**src/source/rv_core_pkg.sv**
```systemverilog
// Shared widths, opcodes, instruction enums and stage structs for the RV32I back end
`default_nettype none

package rv_core_pkg;

  localparam int unsigned xlen = 32;

  typedef logic [xlen-1:0] xlen_t;  // Data word, address or immediate
  typedef logic [31:0] instr_t;
  typedef logic [4:0] reg_idx_t;
  typedef logic [6:0] opcode_t;

  localparam xlen_t reset_address = '0;

  // Major opcode groups, instr[6:0]
  localparam opcode_t op_load     = 7'b0000011;
  localparam opcode_t op_store    = 7'b0100011;
  localparam opcode_t op_branch   = 7'b1100011;
  localparam opcode_t op_jalr     = 7'b1100111;
  localparam opcode_t op_misc_mem = 7'b0001111;
  localparam opcode_t op_jal      = 7'b1101111;
  localparam opcode_t op_imm      = 7'b0010011;
  localparam opcode_t op_op       = 7'b0110011;
  localparam opcode_t op_system   = 7'b1110011;
  localparam opcode_t op_auipc    = 7'b0010111;
  localparam opcode_t op_lui      = 7'b0110111;

  typedef enum logic [5:0] {
    LB, LH, LW, LBU, LHU,
    SB, SH, SW,
    BEQ, BNE, BLT, BGE, BLTU, BGEU,
    JAL, JALR,
    LUI, AUIPC,
    ADDI, SLTI, SLTIU, XORI, ORI, ANDI, SLLI, SRLI, SRAI,
    ADD, SUB, SLL, SLT, SLTU, XOR, SRL, SRA, OR, AND,
    ECALL, EBREAK,
    UNKNOWN
  } instr_name_e;

  typedef enum logic [1:0] {
    LS,  // Load and store
    BR,  // Branch and jump
    AL,  // Arithmetic, logic, upper immediate
    SY   // System and undecodable
  } instr_type_e;

  typedef struct packed {
    logic        valid;
    xlen_t       address;
    xlen_t       immediate;
    reg_idx_t    rd;
    reg_idx_t    rs_1;
    reg_idx_t    rs_2;
    instr_name_e instr_name;
    instr_type_e instr_type;
    logic        writes;
    logic        jumps;
    logic        uses_imm;
    logic        accesses_mem;
  } decoded_t;

  typedef struct packed {
    logic     valid;
    xlen_t    address;
    reg_idx_t rd;
    xlen_t    value;       // Written data, link or effective address
    logic     writes;
    logic     jump_taken;
    xlen_t    target;
    logic     mem_access;
    logic     mem_store;
    logic     trap;
  } result_t;

endpackage

`default_nettype wire

```
**src/source/rv_core_top.sv**
```systemverilog
// Top level of the RV32I back end, wires decode, execute, result stage and register file
`default_nettype none

module rv_core_top (
  input  logic                 global_bus,
  input  logic                 rst_n,
  input  logic                 stop,
  input  logic                 instr_valid,
  input  rv_core_pkg::instr_t  instr,
  input  rv_core_pkg::xlen_t   address,
  output rv_core_pkg::result_t retire
);

  rv_core_pkg::decoded_t decoded;
  rv_core_pkg::result_t  ex_result;
  rv_core_pkg::reg_idx_t rs_1_idx;
  rv_core_pkg::reg_idx_t rs_2_idx;
  rv_core_pkg::xlen_t    rs_1_data;
  rv_core_pkg::xlen_t    rs_2_data;
  logic                  write;

  rv_decoder rv_decoder_inst (
    .global_bus  (global_bus),
    .rst_n       (rst_n),
    .stop        (stop),
    .instr_valid (instr_valid),
    .instr       (instr),
    .address     (address),
    .decoded     (decoded)
  );

  rv_execute rv_execute_inst (
    .decoded   (decoded),
    .rs_1      (rs_1_idx),
    .rs_2      (rs_2_idx),
    .rs_1_data (rs_1_data),
    .rs_2_data (rs_2_data),
    .bypass    (retire),
    .result    (ex_result)
  );

  rv_result rv_result_inst (
    .global_bus (global_bus),
    .rst_n      (rst_n),
    .stop       (stop),
    .result_in  (ex_result),
    .retire     (retire),
    .write      (write)
  );

  rv_regfile rv_regfile_inst (
    .global_bus (global_bus),
    .rst_n      (rst_n),
    .rs_1       (rs_1_idx),
    .rs_2       (rs_2_idx),
    .rs_1_data  (rs_1_data),
    .rs_2_data  (rs_2_data),
    .write      (write),
    .rd         (retire.rd),
    .rd_data    (retire.value)
  );

endmodule

`default_nettype wire

```
**src/source/rv_decoder.sv**
```systemverilog
// Decode stage, registers names, class, register indices, immediate and flags per strobe
`default_nettype none

module rv_decoder (
  input  logic                  global_bus,
  input  logic                  rst_n,
  input  logic                  stop,
  input  logic                  instr_valid,
  input  rv_core_pkg::instr_t   instr,
  input  rv_core_pkg::xlen_t    address,
  output rv_core_pkg::decoded_t decoded
);

  rv_core_pkg::opcode_t  opcode;
  logic [2:0]            funct3;
  logic                  funct7_alt;
  rv_core_pkg::xlen_t    imm_i;
  rv_core_pkg::xlen_t    imm_s;
  rv_core_pkg::xlen_t    imm_b;
  rv_core_pkg::xlen_t    imm_j;
  rv_core_pkg::xlen_t    imm_u;
  rv_core_pkg::xlen_t    imm_sh;
  rv_core_pkg::decoded_t next;

  assign opcode     = instr[6:0];
  assign funct3     = instr[14:12];
  assign funct7_alt = instr[30];  // SUB, SRA, SRAI

  assign imm_i  = {{20{instr[31]}}, instr[31:20]};
  assign imm_s  = {{20{instr[31]}}, instr[31:25], instr[11:7]};
  assign imm_b  = {{20{instr[31]}}, instr[7], instr[30:25], instr[11:8], 1'b0};
  assign imm_j  = {{12{instr[31]}}, instr[19:12], instr[20], instr[30:21], 1'b0};
  assign imm_u  = {instr[31:12], 12'h000};
  assign imm_sh = {27'd0, instr[24:20]};  // Zero-extended shamt

  always_comb begin
    next            = '0;
    next.valid      = instr_valid;
    next.address    = address;
    next.rd         = instr[11:7];
    next.rs_1       = instr[19:15];
    next.rs_2       = instr[24:20];
    next.instr_name = rv_core_pkg::UNKNOWN;
    next.instr_type = rv_core_pkg::SY;
    case (opcode)
      rv_core_pkg::op_load: begin
        next.instr_type   = rv_core_pkg::LS;
        next.immediate    = imm_i;
        next.rs_2         = '0;
        next.writes       = 1'b1;
        next.uses_imm     = 1'b1;
        next.accesses_mem = 1'b1;
        case (funct3)
          3'b000:  next.instr_name = rv_core_pkg::LB;
          3'b001:  next.instr_name = rv_core_pkg::LH;
          3'b010:  next.instr_name = rv_core_pkg::LW;
          3'b100:  next.instr_name = rv_core_pkg::LBU;
          3'b101:  next.instr_name = rv_core_pkg::LHU;
          default: next.instr_name = rv_core_pkg::UNKNOWN;
        endcase
      end
      rv_core_pkg::op_store: begin
        next.instr_type   = rv_core_pkg::LS;
        next.immediate    = imm_s;
        next.rd           = '0;
        next.uses_imm     = 1'b1;
        next.accesses_mem = 1'b1;
        case (funct3)
          3'b000:  next.instr_name = rv_core_pkg::SB;
          3'b001:  next.instr_name = rv_core_pkg::SH;
          3'b010:  next.instr_name = rv_core_pkg::SW;
          default: next.instr_name = rv_core_pkg::UNKNOWN;
        endcase
      end
      rv_core_pkg::op_branch: begin
        next.instr_type = rv_core_pkg::BR;
        next.immediate  = imm_b;
        next.rd         = '0;
        next.jumps      = 1'b1;
        case (funct3)
          3'b000:  next.instr_name = rv_core_pkg::BEQ;
          3'b001:  next.instr_name = rv_core_pkg::BNE;
          3'b100:  next.instr_name = rv_core_pkg::BLT;
          3'b101:  next.instr_name = rv_core_pkg::BGE;
          3'b110:  next.instr_name = rv_core_pkg::BLTU;
          3'b111:  next.instr_name = rv_core_pkg::BGEU;
          default: next.instr_name = rv_core_pkg::UNKNOWN;
        endcase
      end
      rv_core_pkg::op_jalr: begin
        next.instr_type = rv_core_pkg::BR;
        next.immediate  = imm_i;
        next.rs_2       = '0;
        next.writes     = 1'b1;
        next.jumps      = 1'b1;
        next.uses_imm   = 1'b1;
        if (funct3 == 3'b000) next.instr_name = rv_core_pkg::JALR;
      end
      rv_core_pkg::op_jal: begin
        next.instr_type = rv_core_pkg::BR;
        next.immediate  = imm_j;
        next.rs_1       = '0;
        next.rs_2       = '0;
        next.writes     = 1'b1;
        next.jumps      = 1'b1;
        next.uses_imm   = 1'b1;
        next.instr_name = rv_core_pkg::JAL;
      end
      rv_core_pkg::op_misc_mem: begin
        // FENCE retires as ADDI x0, x0, 0
        next.instr_type = rv_core_pkg::AL;
        next.rd         = '0;
        next.rs_1       = '0;
        next.rs_2       = '0;
        next.uses_imm   = 1'b1;
        if (funct3 == 3'b000) next.instr_name = rv_core_pkg::ADDI;
      end
      rv_core_pkg::op_imm: begin
        next.instr_type = rv_core_pkg::AL;
        next.immediate  = (funct3[1:0] == 2'b01) ? imm_sh : imm_i;
        next.rs_2       = '0;
        next.writes     = 1'b1;
        next.uses_imm   = 1'b1;
        case (funct3)
          3'b000: next.instr_name = rv_core_pkg::ADDI;
          3'b010: next.instr_name = rv_core_pkg::SLTI;
          3'b011: next.instr_name = rv_core_pkg::SLTIU;
          3'b100: next.instr_name = rv_core_pkg::XORI;
          3'b110: next.instr_name = rv_core_pkg::ORI;
          3'b111: next.instr_name = rv_core_pkg::ANDI;
          3'b001: next.instr_name = rv_core_pkg::SLLI;
          3'b101: next.instr_name = funct7_alt ? rv_core_pkg::SRAI : rv_core_pkg::SRLI;
          default: next.instr_name = rv_core_pkg::UNKNOWN;
        endcase
      end
      rv_core_pkg::op_op: begin
        next.instr_type = rv_core_pkg::AL;
        next.writes     = 1'b1;
        case (funct3)
          3'b000: next.instr_name = funct7_alt ? rv_core_pkg::SUB : rv_core_pkg::ADD;
          3'b001: next.instr_name = rv_core_pkg::SLL;
          3'b010: next.instr_name = rv_core_pkg::SLT;
          3'b011: next.instr_name = rv_core_pkg::SLTU;
          3'b100: next.instr_name = rv_core_pkg::XOR;
          3'b101: next.instr_name = funct7_alt ? rv_core_pkg::SRA : rv_core_pkg::SRL;
          3'b110: next.instr_name = rv_core_pkg::OR;
          3'b111: next.instr_name = rv_core_pkg::AND;
          default: next.instr_name = rv_core_pkg::UNKNOWN;
        endcase
      end
      rv_core_pkg::op_system: begin
        if (instr[31:21] == '0 && instr[19:7] == '0)
          next.instr_name = instr[20] ? rv_core_pkg::EBREAK : rv_core_pkg::ECALL;
      end
      rv_core_pkg::op_auipc, rv_core_pkg::op_lui: begin
        next.instr_type = rv_core_pkg::AL;
        next.immediate  = imm_u;
        next.rs_1       = '0;
        next.rs_2       = '0;
        next.writes     = 1'b1;
        next.uses_imm   = 1'b1;
        next.instr_name = opcode[5] ? rv_core_pkg::LUI : rv_core_pkg::AUIPC;
      end
      default: next.instr_name = rv_core_pkg::UNKNOWN;
    endcase

    if (next.instr_name == rv_core_pkg::UNKNOWN) begin  // Includes the all-zero word
      next.instr_type   = rv_core_pkg::SY;
      next.rd           = '0;
      next.writes       = 1'b0;
      next.jumps        = 1'b0;
      next.uses_imm     = 1'b0;
      next.accesses_mem = 1'b0;
    end
  end

  always_ff @(posedge global_bus) begin
    if (!rst_n) begin
      decoded.valid        <= 1'b0;
      decoded.address      <= rv_core_pkg::reset_address;
      decoded.writes       <= 1'b0;
      decoded.jumps        <= 1'b0;
      decoded.uses_imm     <= 1'b0;
      decoded.accesses_mem <= 1'b0;
    end else if (!stop) begin
      if (instr_valid) decoded <= next;
      else decoded.valid <= 1'b0;
    end
  end

endmodule

`default_nettype wire

```
**src/source/rv_execute.sv**
```systemverilog
// Execute stage, combinational ALU, branch compare and address math with result bypass
`default_nettype none

module rv_execute (
  input  rv_core_pkg::decoded_t decoded,
  output rv_core_pkg::reg_idx_t rs_1,
  output rv_core_pkg::reg_idx_t rs_2,
  input  rv_core_pkg::xlen_t    rs_1_data,
  input  rv_core_pkg::xlen_t    rs_2_data,
  input  rv_core_pkg::result_t  bypass,
  output rv_core_pkg::result_t  result
);

  logic               bypass_ok;
  logic               cond;
  logic [4:0]         shamt;
  rv_core_pkg::xlen_t op_a;
  rv_core_pkg::xlen_t op_reg_b;
  rv_core_pkg::xlen_t op_b;
  rv_core_pkg::xlen_t alu_value;
  rv_core_pkg::xlen_t link;
  rv_core_pkg::xlen_t pc_rel;
  rv_core_pkg::xlen_t reg_rel;

  assign rs_1 = decoded.rs_1;
  assign rs_2 = decoded.rs_2;

  // Result stage holds the previous instruction, not yet in the register file
  assign bypass_ok = bypass.valid & bypass.writes & (bypass.rd != '0);
  assign op_a      = (bypass_ok && bypass.rd == decoded.rs_1) ? bypass.value : rs_1_data;
  assign op_reg_b  = (bypass_ok && bypass.rd == decoded.rs_2) ? bypass.value : rs_2_data;
  assign op_b      = decoded.uses_imm ? decoded.immediate : op_reg_b;

  assign shamt   = op_b[4:0];
  assign link    = decoded.address + 32'd4;
  assign pc_rel  = decoded.address + decoded.immediate;
  assign reg_rel = op_a + decoded.immediate;  // Load/store address, JALR target

  always_comb begin
    case (decoded.instr_name)
      rv_core_pkg::ADD, rv_core_pkg::ADDI: alu_value = op_a + op_b;
      rv_core_pkg::SUB: alu_value = op_a - op_b;
      rv_core_pkg::SLL, rv_core_pkg::SLLI: alu_value = op_a << shamt;
      rv_core_pkg::SLT, rv_core_pkg::SLTI:
        alu_value = rv_core_pkg::xlen_t'($signed(op_a) < $signed(op_b));
      rv_core_pkg::SLTU, rv_core_pkg::SLTIU: alu_value = rv_core_pkg::xlen_t'(op_a < op_b);
      rv_core_pkg::XOR, rv_core_pkg::XORI: alu_value = op_a ^ op_b;
      rv_core_pkg::OR, rv_core_pkg::ORI: alu_value = op_a | op_b;
      rv_core_pkg::AND, rv_core_pkg::ANDI: alu_value = op_a & op_b;
      rv_core_pkg::SRL, rv_core_pkg::SRLI: alu_value = op_a >> shamt;
      rv_core_pkg::SRA, rv_core_pkg::SRAI: alu_value = $signed(op_a) >>> shamt;
      rv_core_pkg::LUI: alu_value = decoded.immediate;
      rv_core_pkg::AUIPC: alu_value = pc_rel;
      default: alu_value = '0;
    endcase
  end

  always_comb begin
    case (decoded.instr_name)
      rv_core_pkg::BEQ: cond = (op_a == op_reg_b);
      rv_core_pkg::BNE: cond = (op_a != op_reg_b);
      rv_core_pkg::BLT: cond = ($signed(op_a) < $signed(op_reg_b));
      rv_core_pkg::BGE: cond = ($signed(op_a) >= $signed(op_reg_b));
      rv_core_pkg::BLTU: cond = (op_a < op_reg_b);
      rv_core_pkg::BGEU: cond = (op_a >= op_reg_b);
      rv_core_pkg::JAL, rv_core_pkg::JALR: cond = 1'b1;
      default: cond = 1'b0;
    endcase
  end

  always_comb begin
    result         = '0;
    result.valid   = decoded.valid;
    result.address = decoded.address;
    result.rd      = decoded.rd;
    result.writes  = decoded.writes;
    if (decoded.valid) begin
      case (decoded.instr_type)
        rv_core_pkg::LS: begin
          result.value      = reg_rel;
          result.mem_access = decoded.accesses_mem;
          result.mem_store  = decoded.instr_name inside
                              {rv_core_pkg::SB, rv_core_pkg::SH, rv_core_pkg::SW};
          result.writes     = 1'b0;  // No data memory behind loads
        end
        rv_core_pkg::BR: begin
          result.jump_taken = decoded.jumps & cond;
          if (decoded.instr_name == rv_core_pkg::JALR) result.target = {reg_rel[31:1], 1'b0};
          else result.target = pc_rel;
          if (decoded.writes) result.value = link;
        end
        rv_core_pkg::AL: result.value = alu_value;
        rv_core_pkg::SY: begin  // ECALL, EBREAK, undecodable
          result.trap   = 1'b1;
          result.writes = 1'b0;
        end
      endcase
    end
  end

endmodule

`default_nettype wire

```
**src/source/rv_regfile.sv**
```systemverilog
// Integer register file with x0 hardwired to zero, two async reads and one write port
`default_nettype none

module rv_regfile (
  input  logic                  global_bus,
  input  logic                  rst_n,
  input  rv_core_pkg::reg_idx_t rs_1,
  input  rv_core_pkg::reg_idx_t rs_2,
  output rv_core_pkg::xlen_t    rs_1_data,
  output rv_core_pkg::xlen_t    rs_2_data,
  input  logic                  write,
  input  rv_core_pkg::reg_idx_t rd,
  input  rv_core_pkg::xlen_t    rd_data
);

  rv_core_pkg::xlen_t regs [1:31];  // No storage for x0

  always_ff @(posedge global_bus) begin
    if (!rst_n) begin
      for (int i = 1; i < 32; i++) begin
        regs[i] <= '0;
      end
    end else if (write && rd != '0) begin
      regs[rd] <= rd_data;
    end
  end

  assign rs_1_data = (rs_1 == '0) ? '0 : regs[rs_1];
  assign rs_2_data = (rs_2 == '0) ? '0 : regs[rs_2];

endmodule

`default_nettype wire

```
**src/source/rv_result.sv**
```systemverilog
// Result stage, registers the execute output and drives retire and the register write
`default_nettype none

module rv_result (
  input  logic                 global_bus,
  input  logic                 rst_n,
  input  logic                 stop,
  input  rv_core_pkg::result_t result_in,
  output rv_core_pkg::result_t retire,
  output logic                 write
);

  always_ff @(posedge global_bus) begin
    if (!rst_n) begin
      retire.valid      <= 1'b0;
      retire.address    <= rv_core_pkg::reset_address;
      retire.writes     <= 1'b0;
      retire.jump_taken <= 1'b0;
      retire.mem_access <= 1'b0;
      retire.mem_store  <= 1'b0;
      retire.trap       <= 1'b0;
    end else if (stop) begin
      retire.valid <= 1'b0;  // Hold payload, retire once only
    end else begin
      retire <= result_in;
    end
  end

  // Register file takes the value on the edge after retire shows it
  assign write = retire.valid & retire.writes & (retire.rd != '0);

endmodule

`default_nettype wire

```
**config.mk**
```make
export PLATFORM = sky130hd
export DESIGN_NAME = rv_core_top
export DESIGN_NICKNAME = d
export VERILOG_FILES = /design/src/source/rv_core_pkg.sv /design/src/source/rv_core_top.sv /design/src/source/rv_decoder.sv /design/src/source/rv_execute.sv /design/src/source/rv_regfile.sv /design/src/source/rv_result.sv
export SDC_FILE = /design/constraint.sdc
export NUM_CORES = 2
export LEC_CHECK = 0
export BUFFER_PORTS_ARGS = -buffer_cell sky130_fd_sc_hd__buf_2
export CAP_MARGIN = 30
export CELL_PAD_IN_SITES_DETAIL_PLACEMENT = 1
export CELL_PAD_IN_SITES_GLOBAL_PLACEMENT = 2
export CORE_UTILIZATION = 45
export CTS_CLUSTER_SIZE = 40
export DETAILED_ROUTE_END_ITERATION = 8
export PLACE_DENSITY_LB_ADDON = 0.08
export SLEW_MARGIN = 20
export SYNTH_ARGS = -nofsm -noshare
export SYNTH_HDL_FRONTEND = slang
export SYNTH_SLANG_ARGS = --single-unit
```
**constraint.sdc**
```tcl
create_clock -name global_bus -period 8.4 [get_ports global_bus]
set_input_delay 0 -clock global_bus [delete_from_list [all_inputs] [get_ports global_bus]]
set_output_delay 0 -clock global_bus [all_outputs]
set_load 0.05 [all_outputs]
```
==> summary.txt <==
Critical path
  – Worst path bufs/invs: 2
  – Worst R2R Path Depth: 18
  – Critical Path Slowest Stage Cell: a2111oi_0
  – Crit Path Class: reg -> reg
  – Stages on worst setup path: 18
  – Crit path max fanout: 17
  – Max incr delay on CP: 0.88 ns
  – CP Capture Type: flip-flop
  – Worst path top cell family by delay: compound AO/OA/AOI/OAI gates
  – Critical Path Source Type: flip-flop
  – Worst EP required: 8.93 ns
  – CP arrival: 8.64 ns
  – Worst path cell trace: or3_1 > o311a_4 > a31o_2 > buf_4 > a2111oi_2 > a221o_1 > ha_1 > a2111oi_0 > buf_4 > o211ai_1 > nand4_1 > a21oi_1 > a211oi_1 > nor4_1 > nor4b_1 > o21ai_1 > o31ai_1 > a21oi_1

Power and ir drop
  – Peak supply drop: 0.1982 mV
  – Leak: 33.81 nW
  – PD cells: 206.2 mW/mm^2

STA
  – Worst-margin pin slew: 1.203 ns
  – Fmax: 123.4 MHz
  – Final period util: 96.48%
  – RSZ-0062 raised after global routing: no
  – Setup violations, final: 0
  – Max Slew Vio Count: 0
  – Max-slew headroom: 19.77%
  – Worst Skew: 0.04832 ns
  – Setup TNS: 0 ns
  – Tmin final: 8.105 ns
  – Final WS setup: 0.2953 ns
  – Endpoints failing hold: 1
  – Final hold slack: -0.002894 ns

Drt
  – Final ANT Viol Nets: 0
  – Residual DRC: 0
  – Vias per cell: 6.867
  – Drt wl/cell: 39.32 um
  – DRT iter0 DRCs: 9417
  – TritonRoute pass-1 iters: 6
  – Vias: 63126
  – Final wirelength: 361.4 mm

Floorplan
  – Die Y: 419.5 um
  – Core area: 0.1723 mm^2
  – Initial cell density of the core: 45.51%
  – Die Span X: 419.5 um
  – # IOs: 175
  – Rows: 152
  – DIE AREA: 0.1759 mm^2

CTS
  – CTS Buf Count: 144
  – H-tree depth: 4
  – Reg clk slew, reported paths: 0.06 ns
  – Skew-Pair Late Insertion Delay: 0.83 ns
  – CTS Sinks: 1233
  – Maximum root-to-sink buffer count: 3
  – Post-CTS Setup Repair Bufs: 0
  – CTS tree: yes
  – CTS root buf: clkbuf_16

Logic synthesis
  – Synth top area share: 43.96%
  – Most instantiated cells after synthesis: edfxtp_1, and2_1, mux4_2
  – Syn Inst Count: 6491
  – Syn avg cell area: 12.08 um^2
  – Cell taking the most area after synthesis: edfxtp_1
  – Synth Flop Type: edfxtp_1
  – Largest cells by area after synthesis: edfxtp_1, mux4_2, and2_1
  – EDFF count, synth: 1148
  – Most common cell in the netlist: edfxtp_1
  – Mapped cell area: 0.07842 mm^2
  – Synth warn: 0
  – Sequential fraction of the synthesis area: 46.13%
  – Seq cells post-synth: 1233
  – Cell variety after synth: 94
  – Synth async-reset ratio: 0%

Global route
  – Overflow left after global routing: 0
  – Gr usage total: 40.68%
  – Antenna violations before repair: 45
  – Largest net degree at the start of global routing: 78
  – Vias in the first global route: 63008
  – First-pass GRT wire length: 496.8 mm

Cells and area
  – Final Core Density: 52.15%
  – Fill cell count: 17553
  – Share of cells above drive strength 1: 21.08%
  – Final nets: 7038
  – Syn-to-layout area delta: 14.59%
  – Non-Filler Instances: 9192

Placement
  – Buffers on Ports: 174
  – Dpl cells: 8739
  – Detailed placement HPWL: 237.3 mm
  – Routability cong.: 1.000
  – Setup WS pre-CTS: 0.5635 ns

Run status
  – Status: finished, violations left
  – Failing checks: hold timing

Worst hold path
  – Worst min path class: in -> reg
  – Hold depth: 5

Run
  – Max_cap viols: 0
==> power by group <==
part	total [mW]	leakage [nW]	internal [mW]	switching, mW
clock network	6.35	2.27	3.58	2.77
logic	5.03	19.1	1.76	3.27
registers	7.15	12.4	6.92	0.231
==> stage by stage <==
stage	power, mW	instance area [um^2]
2_1_floorplan	10.12	78540
3_3_place_gp	11.99	83020
3_5_place_dp	12.05	83250
4_1_cts	18.39	89730
5_1_grt	18.96	89850
6_report	18.53	89860
==> layer usage <==
layer / wire (um) / GRT usage [%] / up-vias
met5: 79 / 0 / -
met4: 18500 / 18.47 / 12
met3: 42740 / 10.25 / 849
met2: 157300 / 60.23 / 4106
met1: 142800 / 56.22 / 32981
li1: - / - / 25178
==> final cells by class <==
class	count	area [um^2]	share of cell area, %
Antenna cell	3	7.507	0.008354
Clock buffer	187	3933	4.376
Clock inverter	76	738.2	0.8215
Inverter	158	593.1	0.6600
Multi-Input combinational cell	4559	40020	44.54
Sequential cell	1233	36210	40.29
Tap cell	2310	2890	3.216
Timing Repair Buffer	666	5465	6.082
==> worst min-delay path, delay by kind of cell <==
kind,cells,cell delay [ns]
compound gates,1,0.05
buf+inv,1,0.11
simple gates,3,0.59
==> worst paths after layout <==
check,start,end,slack [ns]
setup reg to reg,rv_result_inst.retire[72]$_DFFE_PP_,rv_result_inst.retire[68]$_SDFFCE_PN0P_,0.30
setup / recovery,rv_result_inst.retire[72]$_DFFE_PP_,rv_result_inst.retire[68]$_SDFFCE_PN0P_,0.30
hold reg to reg,rv_decoder_inst.decoded[24]$_SDFFCE_PP0P_,rv_result_inst.retire[71]$_DFFE_PP_,0.42
hold / removal,instr_valid,rv_decoder_inst.decoded[0]$_SDFFE_PN0P_,-0.003
==> registers in the layout, summed over array words and instances, names as in the netlist, named ones only <==
name,count
rv_result_inst.retire,107
rv_decoder_inst.decoded,92
rv_regfile_inst.regs,1024
==> cells by family after synthesis <==
| logic type | count (synthesis) | share of synthesized area, % |
|---|---|---|
| buf+inv | 730 | 3.939 |
| compound gates | 1182 | 10.29 |
| flops | 1233 | 46.13 |
| other cells | 1 | 0.004782 |
| xor+xnor | 106 | 1.184 |
| mux | 888 | 20.28 |
| simple gates | 2143 | 14.82 |
| fa+ha+maj | 208 | 3.357 |
==> cells in the final DEF (no fill, tap or decap), types with 176 or more instances in the layout <==
| cell type | synthesis | final |
|---|---|---|
| nor2_1 | 290 | 256 |
| buf_2 | 57 | 176 |
| edfxtp_1 | 1148 | 1148 |
| mux2i_1 | 262 | 262 |
| and2_1 | 1032 | 1031 |
| mux4_2 | 553 | 553 |
| ha_1 | 204 | 204 |
| dlygate4sd3_1 | 0 | 181 |
| a21oi_1 | 248 | 248 |
| nand2_1 | 375 | 375 |
| o21ai_0 | 218 | 186 |
| buf_4 | 22 | 270 |
==> repair_timing <==
action                                 CTS  global route
setup endpoints to repair                0             1
hold buffers                           181             0
gates resized for setup                  0             1
endpoints found under the hold margin  146             0
Note: power is estimated with default switching activity, not from simulation.
